--- config.mk ---
export PLATFORM = sky130hd
export DESIGN_NAME = rhTop
export DESIGN_NICKNAME = d
export VERILOG_FILES = /design/src/design/rhPkg.sv /design/src/design/rhCsr.sv /design/src/design/rhSequencer.sv /design/src/design/rhTop.sv /design/src/design/rhba.sv /design/src/design/rhwc.sv
export SDC_FILE = /design/constraint.sdc
export NUM_CORES = 1
export LEC_CHECK = 0
export BUFFER_PORTS_ARGS = -buffer_cell sky130_fd_sc_hd__buf_2
export CORE_MARGIN = 2
export CORE_UTILIZATION = 30
export DETAILED_ROUTE_END_ITERATION = 7
export PLACE_DENSITY = 0.63
export SYNTH_ARGS = -nofsm -noshare
export SYNTH_HDL_FRONTEND = slang
export SYNTH_SLANG_ARGS = --single-unit
--- constraint.sdc ---
create_clock -name clk -period 3.5 [get_ports clk]
set_input_delay 0.35 -clock clk [delete_from_list [all_inputs] [get_ports clk]]
set_output_delay 0.35 -clock clk [all_outputs]
set_load 0.1 [all_outputs]
--- src/design/rhPkg.sv ---
/*
 * RH11 DMA channel shared definitions
 * Register map, function codes and the words passed between blocks
 */
package rhPkg;

   //////////////////////////////
   // Register select
   //////////////////////////////

   typedef logic [1:0] rhAddrT;

   // Control and status
   localparam rhAddrT rhAddrCs1 = 2'd0;
   // Word count
   localparam rhAddrT rhAddrWc  = 2'd1;
   // Bus address
   localparam rhAddrT rhAddrBa  = 2'd2;

   //////////////////////////////
   // Function codes
   //////////////////////////////

   typedef logic [4:0] rhFuncT;

   localparam rhFuncT rhFuncNop  = 5'o00;
   // Read data, device to memory
   localparam rhFuncT rhFuncRead = 5'o34;

   //////////////////////////////
   // Register words
   //////////////////////////////

   // CS1 field view, bit 15 is clear on write and transfer error on read
   typedef struct packed
   {
      logic         clr;
      logic [6:0]   spare;
      logic         rdy;
      logic         ie;
      rhFuncT       func;
      logic         go;
   } rhCs1T;

   // Same bus word seen as CS1 fields or as a raw count/address
   typedef union packed
   {
      rhCs1T        cs1;
      logic [15:0]  raw;
   } rhRegWordT;

   // Register write request
   typedef struct packed
   {
      rhAddrT       addr;
      logic         loByte;
      logic         hiByte;
      rhRegWordT    data;
   } rhBusReqT;

   // Memory write request
   typedef struct packed
   {
      logic [15:0]  addr;
      logic [35:0]  data;
   } rhMemReqT;

   // Bus address counter width
   localparam int rhBaWidthDefault = 16;

endpackage

--- src/design/rhCsr.sv ---
/*
 * RH11 register block
 * Write decode, CS1 state, transfer start, interrupt and read mux
 */
module rhCsr
(
   input  logic             clk,
   input  logic             rst,
   input  logic             regWrite,
   input  rhPkg::rhBusReqT  busReq,
   input  rhPkg::rhAddrT    regAddr,
   input  logic [15:0]      wc,
   input  logic [15:0]      ba,
   input  logic             xferDone,
   output logic [15:0]      regRdData,
   output logic             wcWrite,
   output logic             baWrite,
   output logic             loByte,
   output logic             hiByte,
   output logic [15:0]      wrData,
   output logic             clr,
   output logic             start,
   output logic             intr
);

   rhPkg::rhCs1T     wrCs1;
   rhPkg::rhRegWordT rdWord;
   rhPkg::rhFuncT    func;
   logic             ie;
   logic             rdy;
   logic             err;
   logic             cs1Write;
   logic             goWrite;

   //////////////////////////////
   // Write decode
   //////////////////////////////

   // CS1 field view of the write word
   assign wrCs1    = busReq.data.cs1;
   assign cs1Write = regWrite && (busReq.addr == rhPkg::rhAddrCs1);

   // Controller clear lives in the high byte
   assign clr = cs1Write && busReq.hiByte && wrCs1.clr;

   // GO only counts when idle
   assign goWrite = cs1Write && busReq.loByte && wrCs1.go && rdy && !clr;
   assign start   = goWrite && (wrCs1.func == rhPkg::rhFuncRead);

   // Counter loads only while no transfer runs
   assign wcWrite = regWrite && (busReq.addr == rhPkg::rhAddrWc) && rdy;
   assign baWrite = regWrite && (busReq.addr == rhPkg::rhAddrBa) && rdy;

   // Shared lanes and raw data to both counters
   assign loByte = busReq.loByte;
   assign hiByte = busReq.hiByte;
   assign wrData = busReq.data.raw;

   //////////////////////////////
   // CS1 state
   //////////////////////////////

   always_ff @(posedge clk or posedge rst)
   begin
      if (rst)
      begin
         func <= rhPkg::rhFuncNop;
         ie   <= 1'b0;
         rdy  <= 1'b1;
         err  <= 1'b0;
         intr <= 1'b0;
      end
      else if (clr)
      begin
         // Back to idle with the error dropped
         func <= rhPkg::rhFuncNop;
         ie   <= 1'b0;
         rdy  <= 1'b1;
         err  <= 1'b0;
         intr <= 1'b0;
      end
      else
      begin
         // One-cycle interrupt on completion
         intr <= xferDone && ie;
         if (xferDone)
            rdy <= 1'b1;
         else if (start)
            rdy <= 1'b0;
         // GO with anything but read
         if (goWrite && !start)
            err <= 1'b1;
         if (cs1Write && busReq.loByte)
         begin
            ie <= wrCs1.ie;
            // Function frozen during a transfer
            if (rdy)
               func <= wrCs1.func;
         end
      end
   end

   //////////////////////////////
   // Read mux
   //////////////////////////////

   always_comb
   begin
      rdWord = '0;
      case (regAddr)
         rhPkg::rhAddrCs1:
         begin
            // GO reads back as busy
            rdWord.cs1.go   = !rdy;
            rdWord.cs1.func = func;
            rdWord.cs1.ie   = ie;
            rdWord.cs1.rdy  = rdy;
            rdWord.cs1.clr  = err;
         end
         rhPkg::rhAddrWc:
            rdWord.raw = wc;
         rhPkg::rhAddrBa:
            rdWord.raw = ba;
         default:
            rdWord.raw = '0;
      endcase
   end

   assign regRdData = rdWord.raw;

   // Ready stays low for the whole transfer, so completion only comes while it is clear
   rhCsrDoneBusy : assert property (@(posedge clk) disable iff (rst) xferDone |-> !rdy)
      else $error("transfer completion while ready");

endmodule

--- src/design/rhSequencer.sv ---
/*
 * RH11 transfer sequencer
 * Turns device word strobes into memory writes until the count wraps
 */
module rhSequencer
(
   input  logic             clk,
   input  logic             rst,
   input  logic             clr,
   input  logic             start,
   input  logic             devStrobe,
   input  logic [35:0]      devWord,
   input  logic [15:0]      ba,
   input  logic             wcLast,
   output logic             memWrite,
   output rhPkg::rhMemReqT  memReq,
   output logic             incWc,
   output logic             incBa,
   output logic             xferDone
);

   typedef enum logic [1:0]
   {
      stIdle,
      stBusy,
      stDone
   } stateT;

   stateT state;
   stateT stateNext;
   logic  accept;

   // Device word taken this cycle
   assign accept = (state == stBusy) && devStrobe && !clr;

   //////////////////////////////
   // State machine
   //////////////////////////////

   always_comb
   begin
      stateNext = state;
      if (clr)
      begin
         stateNext = stIdle;
      end
      else
      begin
         case (state)
            stIdle:
               if (start)
                  stateNext = stBusy;
            stBusy:
               // Word that wraps the count ends the transfer
               if (accept && wcLast)
                  stateNext = stDone;
            stDone:
               stateNext = stIdle;
            default:
               stateNext = stIdle;
         endcase
      end
   end

   always_ff @(posedge clk or posedge rst)
   begin
      if (rst)
      begin
         state    <= stIdle;
         memWrite <= 1'b0;
      end
      else
      begin
         state    <= stateNext;
         memWrite <= accept;
      end
   end

   // Request holds the address before its increment
   always_ff @(posedge clk)
   begin
      if (accept)
      begin
         memReq.addr <= ba;
         memReq.data <= devWord;
      end
   end

   // Counters step on the same edge that captures the request
   assign incWc = accept;
   assign incBa = accept;

   // Completion strobe to the register block
   assign xferDone = (state == stDone);

   // Register block only starts a transfer once the last one has wound down
   rhSeqStartIdle : assert property (@(posedge clk) disable iff (rst)
      start |-> state == stIdle)
      else $error("transfer start while the sequencer is not idle");

endmodule

--- src/design/rhTop.sv ---
/*
 * RH11 DMA channel top level
 * Register block, word count, bus address and sequencer
 */
module rhTop
#(
   parameter int BaWidth = rhPkg::rhBaWidthDefault
)
(
   input  logic             clk,
   input  logic             rst,
   input  logic             regWrite,
   input  rhPkg::rhBusReqT  busReq,
   input  rhPkg::rhAddrT    regAddr,
   input  logic             devStrobe,
   input  logic [35:0]      devWord,
   output logic [15:0]      regRdData,
   output logic             memWrite,
   output rhPkg::rhMemReqT  memReq,
   output logic             intr
);

   // Register block to counters
   logic               wcWrite;
   logic               baWrite;
   logic               loByte;
   logic               hiByte;
   logic [15:0]        wrData;
   logic               clr;
   logic               start;

   // Counters and sequencer
   logic [15:0]        wc;
   logic               wcLast;
   logic [BaWidth-1:0] ba;
   logic [15:0]        ba16;
   logic               incWc;
   logic               incBa;
   logic               xferDone;

   // Bus address on the 16-bit register and memory paths
   assign ba16 = 16'(ba);

   rhCsr uCsr
   (
      .clk       (clk),
      .rst       (rst),
      .regWrite  (regWrite),
      .busReq    (busReq),
      .regAddr   (regAddr),
      .wc        (wc),
      .ba        (ba16),
      .xferDone  (xferDone),
      .regRdData (regRdData),
      .wcWrite   (wcWrite),
      .baWrite   (baWrite),
      .loByte    (loByte),
      .hiByte    (hiByte),
      .wrData    (wrData),
      .clr       (clr),
      .start     (start),
      .intr      (intr)
   );

   rhwc uWc
   (
      .clk     (clk),
      .rst     (rst),
      .clr     (clr),
      .wcWrite (wcWrite),
      .loByte  (loByte),
      .hiByte  (hiByte),
      .wrData  (wrData),
      .incWc   (incWc),
      .wc      (wc),
      .wcLast  (wcLast)
   );

   rhba #(.BaWidth(BaWidth)) uBa
   (
      .clk     (clk),
      .rst     (rst),
      .clr     (clr),
      .baWrite (baWrite),
      .loByte  (loByte),
      .hiByte  (hiByte),
      .wrData  (wrData),
      .incBa   (incBa),
      .ba      (ba)
   );

   rhSequencer uSeq
   (
      .clk       (clk),
      .rst       (rst),
      .clr       (clr),
      .start     (start),
      .devStrobe (devStrobe),
      .devWord   (devWord),
      .ba        (ba16),
      .wcLast    (wcLast),
      .memWrite  (memWrite),
      .memReq    (memReq),
      .incWc     (incWc),
      .incBa     (incBa),
      .xferDone  (xferDone)
   );

endmodule

--- src/design/rhba.sv ---
/*
 * RH11 bus address register
 * Byte-lane loadable address counter, wraps modulo its width
 */
module rhba
#(
   parameter int BaWidth = rhPkg::rhBaWidthDefault
)
(
   input  logic               clk,
   input  logic               rst,
   input  logic               clr,
   input  logic               baWrite,
   input  logic               loByte,
   input  logic               hiByte,
   input  logic [15:0]        wrData,
   input  logic               incBa,
   output logic [BaWidth-1:0] ba
);

   logic [15:0] baView;
   logic [15:0] baMerged;

   // Register seen through the 16-bit bus
   assign baView = 16'(ba);

   // Lane merge of write data over the current value
   always_comb
   begin
      baMerged = baView;
      if (hiByte)
         baMerged[15:8] = wrData[15:8];
      if (loByte)
         baMerged[7:0] = wrData[7:0];
   end

   // Clear first, then write, then increment
   always_ff @(posedge clk or posedge rst)
   begin
      if (rst)
         ba <= '0;
      else if (clr)
         ba <= '0;
      else if (baWrite)
         ba <= BaWidth'(baMerged);
      else if (incBa)
         ba <= ba + BaWidth'(1);
   end

   // Address writes are held off while the sequencer is stepping
   rhbaNoIncOnWrite : assert property (@(posedge clk) disable iff (rst) !(incBa && baWrite))
      else $error("bus address increment during register write");

endmodule

--- src/design/rhwc.sv ---
/*
 * RH11 word count register
 * Byte-lane loadable up-counter holding the negated transfer length
 */
module rhwc
(
   input  logic        clk,
   input  logic        rst,
   input  logic        clr,
   input  logic        wcWrite,
   input  logic        loByte,
   input  logic        hiByte,
   input  logic [15:0] wrData,
   input  logic        incWc,
   output logic [15:0] wc,
   output logic        wcLast
);

   // Clear first, then write, then increment
   always_ff @(posedge clk or posedge rst)
   begin
      if (rst)
      begin
         wc <= '0;
      end
      else if (clr)
      begin
         wc <= '0;
      end
      else if (wcWrite)
      begin
         // Each lane loads on its own
         if (hiByte)
            wc[15:8] <= wrData[15:8];
         if (loByte)
            wc[7:0] <= wrData[7:0];
      end
      else if (incWc)
      begin
         wc <= wc + 16'd1;
      end
   end

   // Count of all ones, next increment wraps to zero
   assign wcLast = &wc;

   // Sequencer never steps the count on a controller clear
   rhwcNoIncOnClr : assert property (@(posedge clk) disable iff (rst) !(clr && incWc))
      else $error("word count increment during clear");

endmodule

==> metrics.yaml, run 1 <==
min_period_over_period: 0.674
synthDistinctLibCells: 57
worstPathRequired_ns: 3.15
hold_viol: 0
synth_top_area_share: 0.342
maxCapViolCount: 0
synth_ff_type: "edfxtp_1"
cp-start-kind: "input pin"
core.rowCount: 45
outcome: "complete, no violations"
critPathArrivalTime_ns: 2.01
numCtsBuffers: 9
r2r_slack_ns: 1.26
mostFrequentLayoutCells: "buf_2 (131), edfxtp_1 (52), nor2_1 (48)"
power_per_cell_area_nw_per_um2: 549
setup_viol: 0
multi_input_area_sq_um: 1790
place_hpwl_microns: 10200
clkTransAtPathRegs_ns: 0.08
cts-root-buf: "clkbuf_16"
synthXorXnorAreaFrac: 0
synth_top_family_by_area: "compound AO/OA/AOI/OAI gates"
synth-compound-area-share: 0.194
routedWlPerCell_microns: 19.3
reg2reg_depth: 6
synth_simple_gate_area_share: 0.162
tightestPinTransition_ns: 0.929
synth_area_leader_cell: "edfxtp_1"
clock_latency_ns: 0.35
setup_tns_ns: 0
finClkSkew_ns: 0.0104
cp_max_fo: 16
total_power_mw: 3.13
cp-end-kind: "output pin"
fillers: 1461
num-nets-final: 600
postRouteAntennaNets: 0
initial_utilization: 0.304
fin_crit_ns: 2.36
core_area_sq_um: 15000
drive_gt1_frac: 0.317
rsz0062_at_grt: "false"
slew_violations: 0
die-area_sq_um: 16200
antenna_cells: 0
grt_pass1_vias: 3618
vias: 4041
synthMuxAreaShare: 0.0175
gp_congestion: 0.874
cts_setup_buffers: 0
die_w_microns: 127
syn_area_per_cell_sq_um: 11.3
synth_nets: 472
synth_area_leaders: "edfxtp_1 (34%), dfrtp_1 (24%), nor2_1 (4.0%), o21ai_0 (2.8%), a21oi_1 (2.3%)"
fmaxAchievable_ghz: 0.424
ioPinCount: 132
utilization: 0.380
synth_warnings: 0
synth_edf_count: 52
io_buffers: 131
drcViolationCount: 0
track_usage: 0.166
vias_per_cell: 5.57
seq_area_frac_synth: 0.583
clockBufferDepth: 2
drt_first_pass_iters: 5
die_y_microns: 127
gr-total-overflow: 0
drtIter0Drc: 450
grt_pass1_wl_microns: 20800
synthAdderAreaFrac: 0.0164
relSlewSlack: 0.381
criticalPathCategory: "input pin to output pin"
cts.sinks: 96
cts_tree: "done"
grt_antenna_before_repair: 0
synth_area_sq_um: 4570
regArea_sq_um: 2660
async_reset_ff_frac: 0.458
drt_wl_total_microns: 14000
p_leak_nw: 2.30
synthCells: 404
yosys_register_bits: 96
layout_commonest_cell: "buf_2"
area_growth_pct: 24.9
grt_max_degree: 54
h-tree-depth: 3
cts_resized: 0
hp-class: "input pin to async pin"
ir_drop_v: 0.000228
cts_hold_buffers: 0
## per-layer routing
| metal | vias up | GRT usage | share of wire |
|---|---|---|---|
| li1 | 1829 | - | - |
| met4 | 0 | 0.0743 | 0.026 |
| met2 | 232 | 0.277 | 0.48 |
| met3 | 21 | 0.0293 | 0.077 |
| met5 | - | 0 | 0 |
| met1 | 1959 | 0.210 | 0.42 |
## state kept, by name (all words and copies together), names as in the netlist
name and flops:
uBa.ba 16, uCsr.func 5, uSeq.memWrite 1, uCsr.rdy 1, uCsr.intr 1, uCsr.err 1
uSeq.memReq 52, uCsr.ie 1, uWc.wc 16, uSeq.state 2
## synth_stat cells, drive strengths merged, types with 5 or more instances
| library cell | n |
|---|---|
| o31ai | 5 |
| a22oi | 11 |
| mux2i | 8 |
| a222oi | 9 |
| nor2b | 9 |
| a21oi | 21 |
| clkbuf | 12 |
| nor3 | 7 |
| nand4 | 5 |
| nor3b | 5 |
| nor2 | 50 |
| o21ai | 43 |
| dfrtp | 43 |
| edfxtp | 52 |
| inv | 7 |
| a31oi | 8 |
| nor4 | 8 |
| buf | 9 |
| ha | 6 |
| and3 | 8 |
| nand3 | 13 |
| nand2 | 16 |
## path summary, 6_finish.rpt
| check | start | endpoint |
|---|---|---|
| max | regAddr[0] | regRdData[15] |
| min | rst | uCsr.func[0] |
| max reg2reg | uCsr.rdy | uBa.ba[0] |
| min reg2reg | uSeq.state[1] | uSeq.state[1] |
| max in group asynchronous | rst | uBa.ba[0] |
| min in group clk | devWord[29] | uSeq.memReq[29] |
## cell families after synthesis
family	Yosys count
muxes	8
adders and majority gates	6
AOI/OAI and AO/OA	128
and+or+nand+nor	138
buffers and inverters	28
DFF	96
## worst max-delay path, cell delays in order
cell      delay [ns]
buf_2           0.12
inv_1           0.08
ha_1            0.56
a222oi_1        0.22
nor2_1          0.21
buf_2           0.46
## where the power goes
group,switching [mW],leakage [nW],internal [mW]
Combinational,0.432,1.12,0.193
Sequential,0.208,1.04,1.33
Clock,0.478,0.139,0.498
Total,1.12,2.30,2.02
## through the flow
step	worst slack, ns	instance area (sq um)	hold WS [ns]	instances
finish	1.14	5710	0.144	725
global route	1.06	5710	0.158	725
CTS	1.16	5710	0.158	725
detailed placement	1.16	5420	0.488	709
global placement	1.21	5420	0.474	709
floorplan	0.671	4570	0.449	404
## area by class of cell
cell class	instances	share of cell area
inverters	7	0.00460
multi-input cells	280	0.313
clock inverters	7	0.0110
flip-flops and latches	96	0.467
repair buffers	138	0.124
clock buffers	9	0.0394
well taps	188	0.0412
Power figures use the tool's default switching activity.
==> run 2: changes to the inputs <==
==> constraint.sdc (replaced) <==
create_clock -name clk -period 2.1 [get_ports clk]
set_input_delay 0.21 -clock clk [delete_from_list [all_inputs] [get_ports clk]]
set_output_delay 0.21 -clock clk [all_outputs]
set_load 0.1 [all_outputs]
==> metrics.yaml, run 2 (same netlist as run 1, synthesis figures left out) <==
regArea_sq_um: 2660
finClkSkew_ns: 0.00888
grt_antenna_before_repair: 0
cts_resized: 0
place_hpwl_microns: 10400
fillers: 1416
drt_wl_total_microns: 13700
drt_first_pass_iters: 8
track_usage: 0.169
hold_viol: 0
die-area_sq_um: 16200
setup_viol: 0
cp_max_fo: 6
cts_hold_buffers: 1
layout_commonest_cell: "buf_2"
clock_latency_ns: 0.34
hp-class: "input pin to flop"
area_growth_pct: 33.5
combPwrFrac: 0.235
fin_crit_ns: 1.94
tightestPinTransition_ns: 0.609
num-nets-final: 615
rsz0062_at_grt: "false"
largest_reg_flops: 52
p_sw_mw: 1.80
min_period_over_period: 0.925
p_int_mw: 3.48
p_leak_nw: 2.42
core_area_sq_um: 15000
critPathArrivalTime_ns: 1.73
drcViolationCount: 0
clockPowerShare: 0.288
drive_gt1_frac: 0.361
initial_utilization: 0.304
core.rowCount: 45
gr-total-overflow: 0
ir_drop_v: 0.000433
gp_congestion: 0.870
multi_input_area_sq_um: 1830
cp-end-kind: "output pin"
pwr-share-seq: 0.477
die_y_microns: 127
setup_tns_ns: 0
cts-root-buf: "clkbuf_16"
io_buffers: 131
cts.sinks: 96
slew_violations: 0
fmaxAchievable_ghz: 0.515
clockBufferDepth: 2
cts_setup_buffers: 0
numCtsBuffers: 9
vias: 3969
utilization: 0.406
antenna_cells: 0
cts_tree: "done"
relSlewSlack: 0.594
reg_top3: "uSeq.memReq: 52 flops, uBa.ba: 16 flops, uWc.wc: 16 flops"
swShare: 0.341
ioPinCount: 132
die_w_microns: 127
clkTransAtPathRegs_ns: 0.07
postRouteAntennaNets: 0
vias_per_cell: 5.36
drtIter0Drc: 427
grt_pass1_wl_microns: 21200
grt_pass1_vias: 3791
worstPathRequired_ns: 1.89
mostFrequentLayoutCells: "buf_2 (115), edfxtp_1 (52), dfrtp_1 (43)"
routedWlPerCell_microns: 18.5
cp-start-kind: "flop"
criticalPathCategory: "flop to output pin"
power_per_cell_area_nw_per_um2: 867
outcome: "complete, no violations"
top_register: "uSeq.memReq"
maxCapViolCount: 0
h-tree-depth: 3
grt_max_degree: 54
-- run 2: metal layers --
metal  routed length (microns)  GRT usage
met1                      5820      0.219
met5                         0          0
met3                       913     0.0289
met4                       267     0.0646
met2                      6660      0.285
-- run 2: layout make-up --
type,count,share of cell area
multi-input combinational,280,0.300
tap,188,0.0385
clock inverter,6,0.00718
inverter,7,0.00431
sequential,96,0.437
clock buffer,10,0.0375
timing repair buffer,153,0.176
-- run 2: per-stage QoR --
| stage | setup slack [ns] | hold slack [ns] | area, sq um | instances | power, mW |
|---|---|---|---|---|---|
| 4_1_cts | 0.153 | 0.0259 | 6100 | 740 | 5.33 |
| 3_5_place_dp | 0.291 | 0.318 | 5820 | 723 | 3.79 |
| 2_1_floorplan | 0.0360 | 0.309 | 4620 | 404 | 3.28 |
| 5_1_grt | 0.119 | 0.0272 | 6100 | 740 | 5.55 |
| 3_3_place_gp | 0.320 | 0.309 | 5820 | 723 | 3.77 |
| 6_report | 0.157 | 0.0434 | 6100 | 740 | 5.29 |
-- run 2: power groups by stage --
stage	logic, mW	clock network [mW]	registers (mW)
detailed placement	1.24	0	2.55
finish	1.24	1.52	2.52
floorplan	0.775	0	2.50
global placement	1.22	0	2.54
global route	1.33	1.66	2.56
CTS	1.25	1.57	2.51
-- run 2: final timing paths --
kind	to	from	cells past startpoint	slack (ns)
setup / recovery	regRdData[0]	uCsr.rdy	4	0.16
hold / removal	uSeq.memReq[17]	devWord[17]	1	0.04
setup reg to reg	uWc.wc[13]	uCsr.rdy	5	0.32
hold reg to reg	uSeq.state[1]	uSeq.state[1]	1	0.48
max in group asynchronous	uBa.ba[13]	rst	4	0.91
min in group asynchronous	uCsr.func[2]	rst	3	0.49
-- run 2: critical path, stage by stage, from the launching register on --
cell	delay (ns)
dfstp_2	0.58
inv_1	0.07
a222oi_1	0.44
nor2_2	0.10
buf_12	0.19
